**config.mk**
```make
export PLATFORM = sky130hd
export DESIGN_NAME = bus_int_ctrl
export DESIGN_NICKNAME = d
export VERILOG_FILES = /design/src/source/bus_int_pkg.sv /design/src/source/setting_regs.sv /design/src/source/sfp_status_mon.sv /design/src/source/readback_mux.sv /design/src/source/bus_int_ctrl.sv
export VERILOG_INCLUDE_DIRS = /design/src /design/src/source
export SDC_FILE = /design/constraint.sdc
export NUM_CORES = 1
export LEC_CHECK = 0
export ABC_AREA = 1
export ABC_CLOCK_PERIOD_IN_PS = 2800
export BUFFER_PORTS_ARGS = -buffer_cell sky130_fd_sc_hd__buf_2
export CORE_MARGIN = 5
export CORE_UTILIZATION = 25
export CTS_CLUSTER_DIAMETER = 30
export DETAILED_ROUTE_END_ITERATION = 7
export PLACE_DENSITY = 0.44
export SYNTH_ARGS = -nofsm -noshare
export SYNTH_HDL_FRONTEND = slang
export SYNTH_HIERARCHICAL = 1
export SYNTH_SLANG_ARGS = --single-unit
```
**constraint.sdc**
```tcl
create_clock -name clk -period 2.8 [get_ports clk]
set_input_delay 0.14 -clock clk [delete_from_list [all_inputs] [get_ports clk]]
set_output_delay 0.14 -clock clk [all_outputs]
set_load 0.02 [all_outputs]
```
**src/source/bus_int_consts.svh**
```systemverilog
// ------------------------------
// Bus interconnect constants
// Widths, reset values and fixed readback words
// ------------------------------

`ifndef BUS_INT_CONSTS_SVH
`define BUS_INT_CONSTS_SVH

// ------------------------------
// Bus widths
// ------------------------------

// Settings and readback data
`define BUS_INT_DATA_W 32

// Settings and readback address
`define BUS_INT_ADDR_W 8

// Ethernet PHY status word per port
`define BUS_INT_PHY_W 16

// ------------------------------
// Reset values and fixed words
// ------------------------------

// Bit 6 set selects the GPSDO reference
`define BUS_INT_CLK_CTRL_RESET 8'h40

// Major number in the upper half, minor in the lower
`define BUS_INT_COMPAT {16'd1000, 16'd0}

// Compute engines reported on readback
`define BUS_INT_NUM_CE 32'd3

`endif

```
**src/source/bus_int_pkg.sv**
```systemverilog
// ------------------------------
// Bus interconnect types
// Address maps and the structs shared by the control blocks
// ------------------------------

`include "bus_int_consts.svh"

package bus_int_pkg;

   // Settings bus register map
   typedef enum logic [`BUS_INT_ADDR_W-1:0] {
      SR_LEDS       = 8'd0,
      SR_SW_RST     = 8'd1,
      SR_CLOCK_CTRL = 8'd2,
      SR_SFPP_CTRL0 = 8'd8,
      SR_SFPP_CTRL1 = 8'd9
   } sr_addr_e;

   // Readback bus address map
   typedef enum logic [`BUS_INT_ADDR_W-1:0] {
      RB_COUNTER      = 8'd0,
      RB_CLK_STATUS   = 8'd3,
      RB_COMPAT_NUM   = 8'd6,
      RB_NUM_CE       = 8'd7,
      RB_SFPP_STATUS0 = 8'd8,
      RB_SFPP_STATUS1 = 8'd9
   } rb_addr_e;

   typedef struct packed {
      logic                       stb;
      logic [`BUS_INT_ADDR_W-1:0] addr;
      logic [`BUS_INT_DATA_W-1:0] data;
   } set_bus_t;

   // SFP+ module pins, in readback bit order
   typedef struct packed {
      logic mod_abs;
      logic tx_fault;
      logic rx_los;
   } sfp_pins_t;

   typedef struct packed {
      logic [`BUS_INT_PHY_W-1:0] phy;
      sfp_pins_t                 chgd;
      sfp_pins_t                 sync;
   } sfp_status_t;

   typedef struct packed {
      logic [7:0] leds;
      logic [3:0] sw_rst;
      logic [7:0] clock_control;
      logic [1:0] sfp0_rs;
      logic [1:0] sfp1_rs;
   } ctrl_regs_t;

endpackage

```
**src/source/setting_regs.sv**
```systemverilog
// ------------------------------
// Settings register decode
// Loads the control registers from settings bus writes
// ------------------------------

`timescale 1ns/10ps

`include "bus_int_consts.svh"

module setting_regs (
   input  logic                    clk,
   input  logic                    i_rst,
   input  bus_int_pkg::set_bus_t   i_set,
   output bus_int_pkg::ctrl_regs_t o_ctrl
);

   bus_int_pkg::sr_addr_e set_addr;

   assign set_addr = bus_int_pkg::sr_addr_e'(i_set.addr);

   // ------------------------------
   // Register file
   // ------------------------------

   // sw_rst bits
   // [0] PHY reset
   // [1] radio clock domain reset
   // [2] radio clock PLL reset
   // [3] ADC IDELAYCTRL reset
   //
   // sfpN_rs bits mean "drive the rate-select pin low"
   always_ff @(posedge clk) begin
      if (i_rst) begin
         o_ctrl.leds          <= '0;
         o_ctrl.sw_rst        <= '0;
         o_ctrl.clock_control <= `BUS_INT_CLK_CTRL_RESET;
         o_ctrl.sfp0_rs       <= '0;
         o_ctrl.sfp1_rs       <= '0;
      end else if (i_set.stb) begin
         case (set_addr)
            bus_int_pkg::SR_LEDS: begin
               o_ctrl.leds <= i_set.data[7:0];
            end
            bus_int_pkg::SR_SW_RST: begin
               o_ctrl.sw_rst <= i_set.data[3:0];
            end
            bus_int_pkg::SR_CLOCK_CTRL: begin
               o_ctrl.clock_control <= i_set.data[7:0];
            end
            bus_int_pkg::SR_SFPP_CTRL0: begin
               o_ctrl.sfp0_rs <= i_set.data[1:0];
            end
            bus_int_pkg::SR_SFPP_CTRL1: begin
               o_ctrl.sfp1_rs <= i_set.data[1:0];
            end
            default: begin
               // Unmapped address, nothing to load
            end
         endcase
      end
   end

   // ------------------------------
   // Checks
   // ------------------------------

   // Soft resets move only on a write to their own address, or on reset
   a_sw_rst_write: assert property (@(posedge clk) disable iff (i_rst)
      $changed(o_ctrl.sw_rst) |->
         $past(i_rst) ||
         $past(i_set.stb && (i_set.addr == bus_int_pkg::SR_SW_RST)));

endmodule

```
**src/source/sfp_status_mon.sv**
```systemverilog
// ------------------------------
// SFP+ status monitor
// Synchronizes module pins and PHY status, keeps sticky change flags
// ------------------------------

`timescale 1ns/10ps

`include "bus_int_consts.svh"

module sfp_status_mon (
   input  logic                          clk,
   input  logic                          i_rst,
   input  bus_int_pkg::sfp_pins_t        i_sfp0,
   input  bus_int_pkg::sfp_pins_t        i_sfp1,
   input  logic [`BUS_INT_PHY_W-1:0]     i_phy0,
   input  logic [`BUS_INT_PHY_W-1:0]     i_phy1,
   input  logic                          i_clr0,
   input  logic                          i_clr1,
   output bus_int_pkg::sfp_status_t      o_status0,
   output bus_int_pkg::sfp_status_t      o_status1
);

   // Index 0 and 1 follow the SFP+ port number
   bus_int_pkg::sfp_pins_t      pin_in   [2];
   bus_int_pkg::sfp_pins_t      pin_s1   [2];
   bus_int_pkg::sfp_pins_t      pin_s2   [2];
   bus_int_pkg::sfp_pins_t      pin_prev [2];
   bus_int_pkg::sfp_pins_t      chgd_q   [2];
   logic [`BUS_INT_PHY_W-1:0]   phy_in   [2];
   logic [`BUS_INT_PHY_W-1:0]   phy_s1   [2];
   logic [`BUS_INT_PHY_W-1:0]   phy_s2   [2];
   logic                        clr      [2];

   assign pin_in[0] = i_sfp0;
   assign pin_in[1] = i_sfp1;
   assign phy_in[0] = i_phy0;
   assign phy_in[1] = i_phy1;
   assign clr[0]    = i_clr0;
   assign clr[1]    = i_clr1;

   // ------------------------------
   // Synchronizers and edge detect
   // ------------------------------

   // Every pin and PHY bit is treated as asynchronous
   always_ff @(posedge clk) begin
      for (int p = 0; p < 2; p++) begin
         pin_s1[p]   <= pin_in[p];
         pin_s2[p]   <= pin_s1[p];
         pin_prev[p] <= pin_s2[p];
         phy_s1[p]   <= phy_in[p];
         phy_s2[p]   <= phy_s1[p];
      end
   end

   // Sticky flags, a read clear beats a new change
   always_ff @(posedge clk) begin
      for (int p = 0; p < 2; p++) begin
         if (i_rst || clr[p]) begin
            chgd_q[p] <= '0;
         end else begin
            chgd_q[p] <= chgd_q[p] | (pin_s2[p] ^ pin_prev[p]);
         end
      end
   end

   assign o_status0 = '{phy: phy_s2[0], chgd: chgd_q[0], sync: pin_s2[0]};
   assign o_status1 = '{phy: phy_s2[1], chgd: chgd_q[1], sync: pin_s2[1]};

   // ------------------------------
   // Checks
   // ------------------------------

   // A flag rises only after the synchronized bit moved between two edges
   for (genvar p = 0; p < 2; p++) begin : g_port_chk
      for (genvar b = 0; b < 3; b++) begin : g_bit_chk
         a_flag_cause: assert property (@(posedge clk) disable iff (i_rst)
            $rose(chgd_q[p][b]) |-> ($past(pin_s2[p][b], 1) != $past(pin_s2[p][b], 2)));
      end
   end

endmodule

```
**src/source/readback_mux.sv**
```systemverilog
// ------------------------------
// Readback select
// Cycle counter and the readback word for each address
// ------------------------------

`timescale 1ns/10ps

`include "bus_int_consts.svh"

module readback_mux (
   input  logic                         clk,
   input  logic                         i_rst,
   input  logic [`BUS_INT_ADDR_W-1:0]   i_rb_addr,
   input  logic [7:0]                   i_clock_status,
   input  bus_int_pkg::sfp_status_t     i_status0,
   input  bus_int_pkg::sfp_status_t     i_status1,
   output logic [`BUS_INT_DATA_W-1:0]   o_rb_data
);

   logic [`BUS_INT_DATA_W-1:0] counter_q;
   bus_int_pkg::rb_addr_e      rb_sel;

   // PHY status on top, pins and flags at the bottom
   function automatic logic [`BUS_INT_DATA_W-1:0] status_word(
      input bus_int_pkg::sfp_status_t s
   );
      return {s.phy, 10'd0, s.chgd, s.sync};
   endfunction

   // Free-running, wraps silently
   always_ff @(posedge clk) begin
      if (i_rst) begin
         counter_q <= '0;
      end else begin
         counter_q <= counter_q + 1'b1;
      end
   end

   assign rb_sel = bus_int_pkg::rb_addr_e'(i_rb_addr);

   always_comb begin
      case (rb_sel)
         bus_int_pkg::RB_COUNTER:      o_rb_data = counter_q;
         bus_int_pkg::RB_CLK_STATUS:   o_rb_data = {24'd0, i_clock_status};
         bus_int_pkg::RB_COMPAT_NUM:   o_rb_data = `BUS_INT_COMPAT;
         bus_int_pkg::RB_NUM_CE:       o_rb_data = `BUS_INT_NUM_CE;
         bus_int_pkg::RB_SFPP_STATUS0: o_rb_data = status_word(i_status0);
         bus_int_pkg::RB_SFPP_STATUS1: o_rb_data = status_word(i_status1);
         default:                      o_rb_data = '0;
      endcase
   end

endmodule

```
**src/source/bus_int_ctrl.sv**
```systemverilog
// ------------------------------
// Bus interconnect control and status
// Settings registers, SFP+ status and the readback bus
// ------------------------------

`timescale 1ns/10ps

`include "bus_int_consts.svh"

module bus_int_ctrl (
   input  logic                          clk,
   input  logic                          i_rst,
   // Settings bus
   input  bus_int_pkg::set_bus_t         i_set,
   // Readback bus
   input  logic [`BUS_INT_ADDR_W-1:0]    i_rb_addr,
   input  logic                          i_rb_rd_stb,
   // Board status
   input  logic [7:0]                    i_clock_status,
   input  bus_int_pkg::sfp_pins_t        i_sfp0,
   input  bus_int_pkg::sfp_pins_t        i_sfp1,
   input  logic [`BUS_INT_PHY_W-1:0]     i_phy0,
   input  logic [`BUS_INT_PHY_W-1:0]     i_phy1,
   output logic [`BUS_INT_DATA_W-1:0]    o_rb_data,
   output bus_int_pkg::ctrl_regs_t       o_ctrl
);

   bus_int_pkg::rb_addr_e    rb_sel;
   bus_int_pkg::sfp_status_t status0;
   bus_int_pkg::sfp_status_t status1;
   logic                     clr0;
   logic                     clr1;

   // ------------------------------
   // Read-clear pulses
   // ------------------------------

   // A strobed read of a status word consumes its change flags
   assign rb_sel = bus_int_pkg::rb_addr_e'(i_rb_addr);
   assign clr0   = i_rb_rd_stb && (rb_sel == bus_int_pkg::RB_SFPP_STATUS0);
   assign clr1   = i_rb_rd_stb && (rb_sel == bus_int_pkg::RB_SFPP_STATUS1);

   // ------------------------------
   // Blocks
   // ------------------------------

   setting_regs setting_regs_i (
      .clk    (clk),
      .i_rst  (i_rst),
      .i_set  (i_set),
      .o_ctrl (o_ctrl)
   );

   sfp_status_mon sfp_status_mon_i (
      .clk       (clk),
      .i_rst     (i_rst),
      .i_sfp0    (i_sfp0),
      .i_sfp1    (i_sfp1),
      .i_phy0    (i_phy0),
      .i_phy1    (i_phy1),
      .i_clr0    (clr0),
      .i_clr1    (clr1),
      .o_status0 (status0),
      .o_status1 (status1)
   );

   readback_mux readback_mux_i (
      .clk            (clk),
      .i_rst          (i_rst),
      .i_rb_addr      (i_rb_addr),
      .i_clock_status (i_clock_status),
      .i_status0      (status0),
      .i_status1      (status1),
      .o_rb_data      (o_rb_data)
   );

endmodule

```
==> results of run 1 <==
## timing repair
item                                   in CTS  in global routing
endpoints found under the hold margin      39                  0
hold buffers                               39                  0
buffers inserted                            0                  0
## critical path, delay by kind of cell
| kind | cells | cell delay [ns] |
|---|---|---|
| simple gates | 5 | 0.91 |
| buf+inv | 3 | 0.64 |
## how the worst max path moves through the flow
stage / slack, ns / startpoint / cells past startpoint / end
finish: 0.96 / i_rb_addr[7] / 8 / o_rb_data[29]
global route: 0.78 / i_rb_addr[7] / 8 / o_rb_data[31]
CTS: 0.92 / i_rb_addr[7] / 8 / o_rb_data[29]
detailed placement: 0.93 / i_rb_addr[7] / 8 / o_rb_data[29]
global placement: 0.86 / i_rb_addr[7] / 8 / o_rb_data[29]
floorplan: 1.51 / readback_mux_i/counter_q[0] / 8 / readback_mux_i/counter_q[14]
## cells by family (layout without fill, tap and decap cells)
kind of cell               count (synthesis)  after routing  synth area share (%)
and+or+nand+nor                          410            410                  34.1
buffers and inverters                     97            281                  7.29
AOI/OAI and AO/OA                         50             50                  4.71
adders and majority gates                  1              1                 0.231
DFF                                      144            144                  53.2
xor gates and xnor gates                   3              3                 0.485
## routing by layer
| layer | vias up | share of wire (%) | track usage (%) |
|---|---|---|---|
| li1 | 2584 | - | - |
| met1 | 2102 | 46 | 16.1 |
| met2 | 99 | 47 | 20.7 |
| met3 | 6 | 6.6 | 4.73 |
| met4 | 0 | 0.72 | 3.56 |
| met5 | - | 0 | 0 |
## stage by stage
stage	instances	util, %	hold slack [ns]	total power [mW]
2_1_floorplan	705	-	0.168	2.28
3_3_place_gp	1095	30.0	0.243	2.38
3_5_place_dp	1095	30.0	0.244	2.38
4_1_cts	1164	34.9	0.0489	4.93
5_1_grt	1164	34.9	0.0968	5.05
6_report	1164	34.9	0.0715	4.85
## power by group through the flow
stage,Combinational [mW],Sequential [mW],Clock (mW)
after floorplan,0.0939,2.19,0
after global placement,0.180,2.20,0
after detailed placement,0.181,2.20,0
after CTS,0.223,2.15,2.55
after global routing,0.248,2.16,2.64
final,0.219,2.15,2.48
## state kept, by name, indices dropped and copies added, names as in the netlist
signal and cells:
setting_regs_i/o_ctrl 24, readback_mux_i/counter_q 32, sfp_status_mon_i/chgd_q 6, sfp_status_mon_i/phy_s1 32, sfp_status_mon_i/pin_prev 6, sfp_status_mon_i/pin_s1 6, sfp_status_mon_i/phy_s2 32, sfp_status_mon_i/pin_s2 6
## placed cells by master (no fill, tap or decap)
cell type | Yosys | layout
nand2_4 | 1 | 1
nor3_1 | 4 | 4
inv_8 | 0 | 1
nor3_2 | 2 | 2
buf_4 | 1 | 6
bufinv_16 | 0 | 5
nand3b_1 | 1 | 1
nor2_1 | 110 | 110
clkinv_2 | 0 | 1
dfxtp_1 | 144 | 144
a21oi_1 | 37 | 37
nor2_8 | 1 | 1
nor3_4 | 1 | 1
nor2_2 | 11 | 11
nand2_2 | 2 | 2
nand2_1 | 154 | 154
nand3_1 | 104 | 104
clkinv_4 | 0 | 2
inv_6 | 0 | 2
nand4_1 | 10 | 10
clkbuf_1 | 4 | 1
o21a_1 | 2 | 2
clkinvlp_4 | 0 | 1
inv_2 | 3 | 3
xor2_1 | 3 | 3
nand3_4 | 1 | 1
inv_1 | 74 | 74
dlygate4sd3_1 | 0 | 39
o21ai_0 | 11 | 11
nor2_4 | 6 | 6
ha_1 | 1 | 1
clkbuf_16 | 0 | 17
buf_2 | 10 | 129
and2_1 | 2 | 2
## layout make-up
class                   count  area [um2]
repair buffers            174        1080
multi-input cells         464        2140
clock inverters            12         209
well taps                 275         344
fillers                  2285       13800
clock buffers              18         429
flip-flops and latches    144        2880
inverters                  77         289
==> out/metrics.yaml, run 1 <==
outcome:
  status: "finished, final reports clean"
clock_tree:
  numCtsBuffers: 17
  clkSinkCount: 144
  cts_tree: "done"
  cts_max_path_buffers: 2
  cts.repair.resized: 0
  cts_root_buf: "clkbuf_16"
  htreeDepth: 4
  clock_latency_ns: 0.41
  clk_pin_slew_ns: 0.05
logic_synthesis:
  synth-edff-count: 0
  yosysTopAreaCell: "dfxtp_1"
  ys_types: 28
  synth_most_common_cell: "nand2_1"
  synthCells: 705
  ys_warn_count: 6
  synth_ff_type: "dfxtp_1"
  yosys-top-cells-area: "dfxtp_1 53%, nand2_1 11%, nand3_1 9.6%, nor2_1 7.6%, inv_1 5.1%"
  ys_ff_latch: 144
  yosysTopAreaCellShare_pct: 53.2
  syn_nets: 804
  synthArstFlopShare_pct: 0
  syn_avg_cell_area_um2: 7.69
  seq_area_frac_synth_pct: 53.2
  synthTopCellsByCount: "154 x nand2_1, 144 x dfxtp_1, 110 x nor2_1"
  syn_area_um2: 5420
timing:
  fmax_ghz: 0.542
  tns_ns: 0
  maxSlewHeadroom_pct: 51.4
  hold_viol_final: 0
  final_max_slew_viol_count: 0
  rsz0062_at_grt: "false"
  setup_viol: 0
  skew_ns: 0.00817
  fin_ws_ns: 0.955
  period_share_pct: 65.9
  tightest_slew_ns: 0.729
  post-route-min-period_ns: 1.84
critical_path:
  cp_cell_sequence: "buf_2 -> nor2_1 -> nand3_1 -> inv_2 -> and2_1 -> nand2_1 -> nand3_1 -> buf_2"
  reg2regPathDepth: 8
  critical_path_class: "in2out"
  crit_path_top_delay_cell: "and2_1"
  worstSetupEndpointType: "primary output"
  cp.required_ns: 2.66
  critPathMaxFanout: 22
  cp_slowest_stage_delay_ns: 0.48
  r2r_setup_slack_ns: 1.24
  critPathLaunchType: "primary input"
  arrival_ns: 1.70
  timing.rr.start: "readback_mux_i/counter_q[0]"
  timing.rr.end: "readback_mux_i/counter_q[14]"
hold_path:
  hp-class: "in2reg"
  hold_depth: 5
  min-delay-start: "i_set[7]"
  min_to: "setting_regs_i/o_ctrl[11]"
final_layout:
  insertedDiodeCount: 0
  finalNetCount: 977
  syn_to_final_growth_pct: 36.1
  stdcell_area_um2: 7380
  drive_above_1_share_pct: 21.6
pwr:
  p_seq_share_pct: 44.4
  power_frac_comb_pct: 4.5
  intPower_mw: 3.81
  switching_share_pct: 21.3
  clock_power_share_pct: 51.1
  power.density_nw_per_um2: 657
  p_sw_mw: 1.03
  vdd_drop_max_mv: 0.335
  p_leak_nw: 3.32
route:
  wl_per_cell_um: 13.0
  dr_total_vias: 4791
  antenna_left: 0
  wirelength_um: 15200
  vias_per_cell: 4.12
  drc: 0
  drt_pre_antenna_iters: 4
  drt_iter0_markers: 216
grt:
  grt_pass1_wl_um: 24800
  grt_pass1_vias: 4839
  gr-total-overflow: 0
  antenna_found_initial: 0
  grt_usage_pct: 12.8
  grt_max_degree: 25
place:
  io_buffers: 129
  finalWeightedCongestion: 0.808
  pre_cts_slack_ns: 0.926
  place_hpwl_um: 11300
  place_area_um2: 6350
floorplan:
  rows: 53
  die_w_um: 157
  initial_core_util_pct: 25.6
  die_h_um: 157
  coreArea_um2: 21200
  pin_count: 154
  die_area_um2: 24700
flow_run:
  max-cap-violations: 0
No activity file was read; power rests on OpenSTA's default activity.
==> inputs of run 2 (changes only) <==
ABC_CLOCK_PERIOD_IN_PS = 1800   (was 2800)
clock period = 1.8 ns   (was 2.8 ns; I/O delays follow)
==> run 2 against run 1 <==
  * Final area rose by 0.76%
  * Clock-buffer cell count fell by 1
  * Critical endpoint is now readback_mux_i/counter_q[18]
  * Worst hold slack got worse by 0.046 ns
  * Die area did not move
  * Via count rose by 1.0%
  * Critical path depth did not move
  * Total power rose by 53%
  * Global-route usage barely moved
==> out/metrics.yaml, run 2 (synthesized netlist as in run 1, its figures left out) <==
clock_tree:
  cts_hold_buf: 41  # +5.1%
  postCtsSetupRepairBufs: 0  # unchanged
  htreeDepth: 4  # unchanged
  numCtsBuffers: 17  # unchanged
  clock_latency_ns: 0.42  # about the same
  cts.repair.resized: 0  # unchanged
  cts_root_buf: "clkbuf_16"
  cts_max_path_buffers: 2  # unchanged
  cts_tree: "done"
  clkSinkCount: 144  # unchanged
  clk_pin_slew_ns: 0.07  # +0.02 ns
critical_path:
  crit_buf_inv: 0  # -3
  critical_path_class: "reg2reg"
  worstSetupEndpointType: "register"
  critPathMaxFanout: 4  # -82%
  cp_cell_sequence: "ha_1 -> nand2_1 -> nor2_2 -> nand3_1 -> nor2_1 -> nand2_1 -> nand2_1 -> nor2_1"
  cp_slowest_stage_delay_ns: 0.36  # -0.12 ns
  cp.required_ns: 2.11  # -0.55 ns
  crit_top_cell: "nand2_1"
  critPathLaunchType: "register"
  arrival_ns: 1.82  # +0.12 ns
  crit_family: "simple AND/OR/NAND/NOR gates"
  crit_path_top_delay_cell: "dfxtp_1"
final_layout:
  regArea_um2: 2880  # unchanged
  multi_input_area_um2: 2140  # unchanged
  fillers: 2295  # +0.44%
  drive_above_1_share_pct: 22.3  # +0.67 points
  mostFrequentLayoutCells: "154 x nand2_1, 144 x dfxtp_1, 129 x buf_2"
  syn_to_final_growth_pct: 37.1
  insertedDiodeCount: 0  # unchanged
  layout_commonest_cell: "nand2_1"
  largestRegisters: "readback_mux_i/counter_q x32, sfp_status_mon_i/phy_s1 x32, sfp_status_mon_i/phy_s2 x32"
  finalNetCount: 984  # +0.72%
grt:
  grt_pass1_vias: 4781  # -1.2%
  gr-max-usage-layer: "met2"
  met1_usage_pct: 16.1  # +0.021 points
  gr-total-overflow: 0  # unchanged
  grt_usage_pct: 12.8  # +0.032 points
  grt_max_degree: 25  # unchanged
  use_met2_pct: 20.6  # about the same
  grt_pass1_wl_um: 24800  # -0.20%
  antenna_found_initial: 0  # unchanged
  grt_use_met3_pct: 4.95  # +0.22 points
pwr:
  vdd_drop_max_mv: 0.522  # +56%
  power.density_nw_per_um2: 999  # +52%
  p_leak_nw: 3.36  # +1.1%
route:
  vias_per_cell: 4.13  # +0.23%
  wirelength_um: 15300  # +0.57%
  drt_iter0_markers: 208  # -3.7%
  dr_total_vias: 4839  # +1.0%
  antenna_left: 0  # unchanged
  drc: 0  # unchanged
  wl_per_cell_um: 13.0  # -0.20%
  drt_pre_antenna_iters: 4  # unchanged
place:
  io_buffers: 129  # unchanged
  place_hpwl_um: 11400  # +0.53%
  finalWeightedCongestion: 0.796  # -1.5%
floorplan:
  pin_count: 154  # unchanged
  rows: 53  # unchanged
  coreArea_um2: 21200  # unchanged
  die_h_um: 157  # unchanged
  initial_core_util_pct: 25.6  # unchanged
  die_area_um2: 24700  # unchanged
  die_w_um: 157  # unchanged
flow_run:
  max-cap-violations: 0  # unchanged
outcome:
  status: "finished, final reports clean"
timing:
  whs_ns: 0.0257  # -0.0458 ns
  fmax_ghz: 0.663
  rsz0062_at_grt: "false"
  tns_ns: 0  # unchanged
  setup_viol: 0  # unchanged
  final_max_slew_viol_count: 0  # unchanged
  maxSlewHeadroom_pct: 49.7  # -1.7 points
  period_share_pct: 83.8
  post-route-min-period_ns: 1.51
  skew_ns: 0.00623  # -0.00194 ns
  tightest_slew_ns: 0.754  # +0.0249 ns
  hold_viol_final: 0  # unchanged
hold_path:
  hp-class: "in2reg"
run 2: changes by cell type in the layout (fill, tap and decap cells not counted):
cell           delta
bufinv_16         -2
clkbuf_1          -1
clkinv_4          +2
clkinvlp_4        -1
inv_8             +2
buf_12            +1
inv_6             +2
buf_4             +4
dlygate4sd3_1     +2
run 2: worst paths after layout:
| path | depth (start not counted) | slack [ns] | to | from |
|---|---|---|---|---|
| setup / recovery | 8 | 0.29 | readback_mux_i/counter_q[18] | readback_mux_i/counter_q[0] |
| hold / removal | 5 | 0.03 | setting_regs_i/o_ctrl[21] | i_set[5] |
| setup reg to reg | 8 | 0.29 | readback_mux_i/counter_q[18] | readback_mux_i/counter_q[0] |
| hold reg to reg | 0 | 0.33 | sfp_status_mon_i/phy_s2[0][5] | sfp_status_mon_i/phy_s1[0][5] |
run 2: cell type report:
class / instances / area share [%]
flip-flops and latches: 144 / 38.8
multi-input cells: 464 / 28.8
repair buffers: 181 / 15.5
clock buffers: 17 / 5.72
well taps: 275 / 4.63
inverters: 77 / 3.89
clock inverters: 15 / 2.68
run 2: where the power goes:
part / internal, mW / total (mW) / switching (mW)
clock: 2.23 / 3.73 / 1.50
sequential: 3.30 / 3.34 / 0.0419
combinational: 0.173 / 0.351 / 0.178
run 2: worst register-to-register path: cells and delay by family (launching register included):
| kind | cells | cell delay, ns |
|---|---|---|
| fa+ha+maj | 1 | 0.18 |
| flops | 1 | 0.36 |
| simple gates | 7 | 0.85 |
run 2: metal layers:
metal  wire length [um]  share of wire (%)  up-vias
met5                  0                  0        -
met2               6970                 46       96
met1               7110                 47     2127
met4                144               0.94        0
met3               1030                6.8       13
li1                   -                  -     2603
run 2: through the flow:
step	std cells	util [%]	setup slack (ns)	total power [mW]	cell area, um2
after floorplan	705	-	0.512	3.55	5420
after global placement	1100	30.2	0.308	3.70	6400
after detailed placement	1100	30.2	0.305	3.70	6400
after CTS	1173	35.1	0.299	7.58	7430
after global routing	1173	35.1	0.110	7.77	7430
final	1173	35.1	0.292	7.43	7430
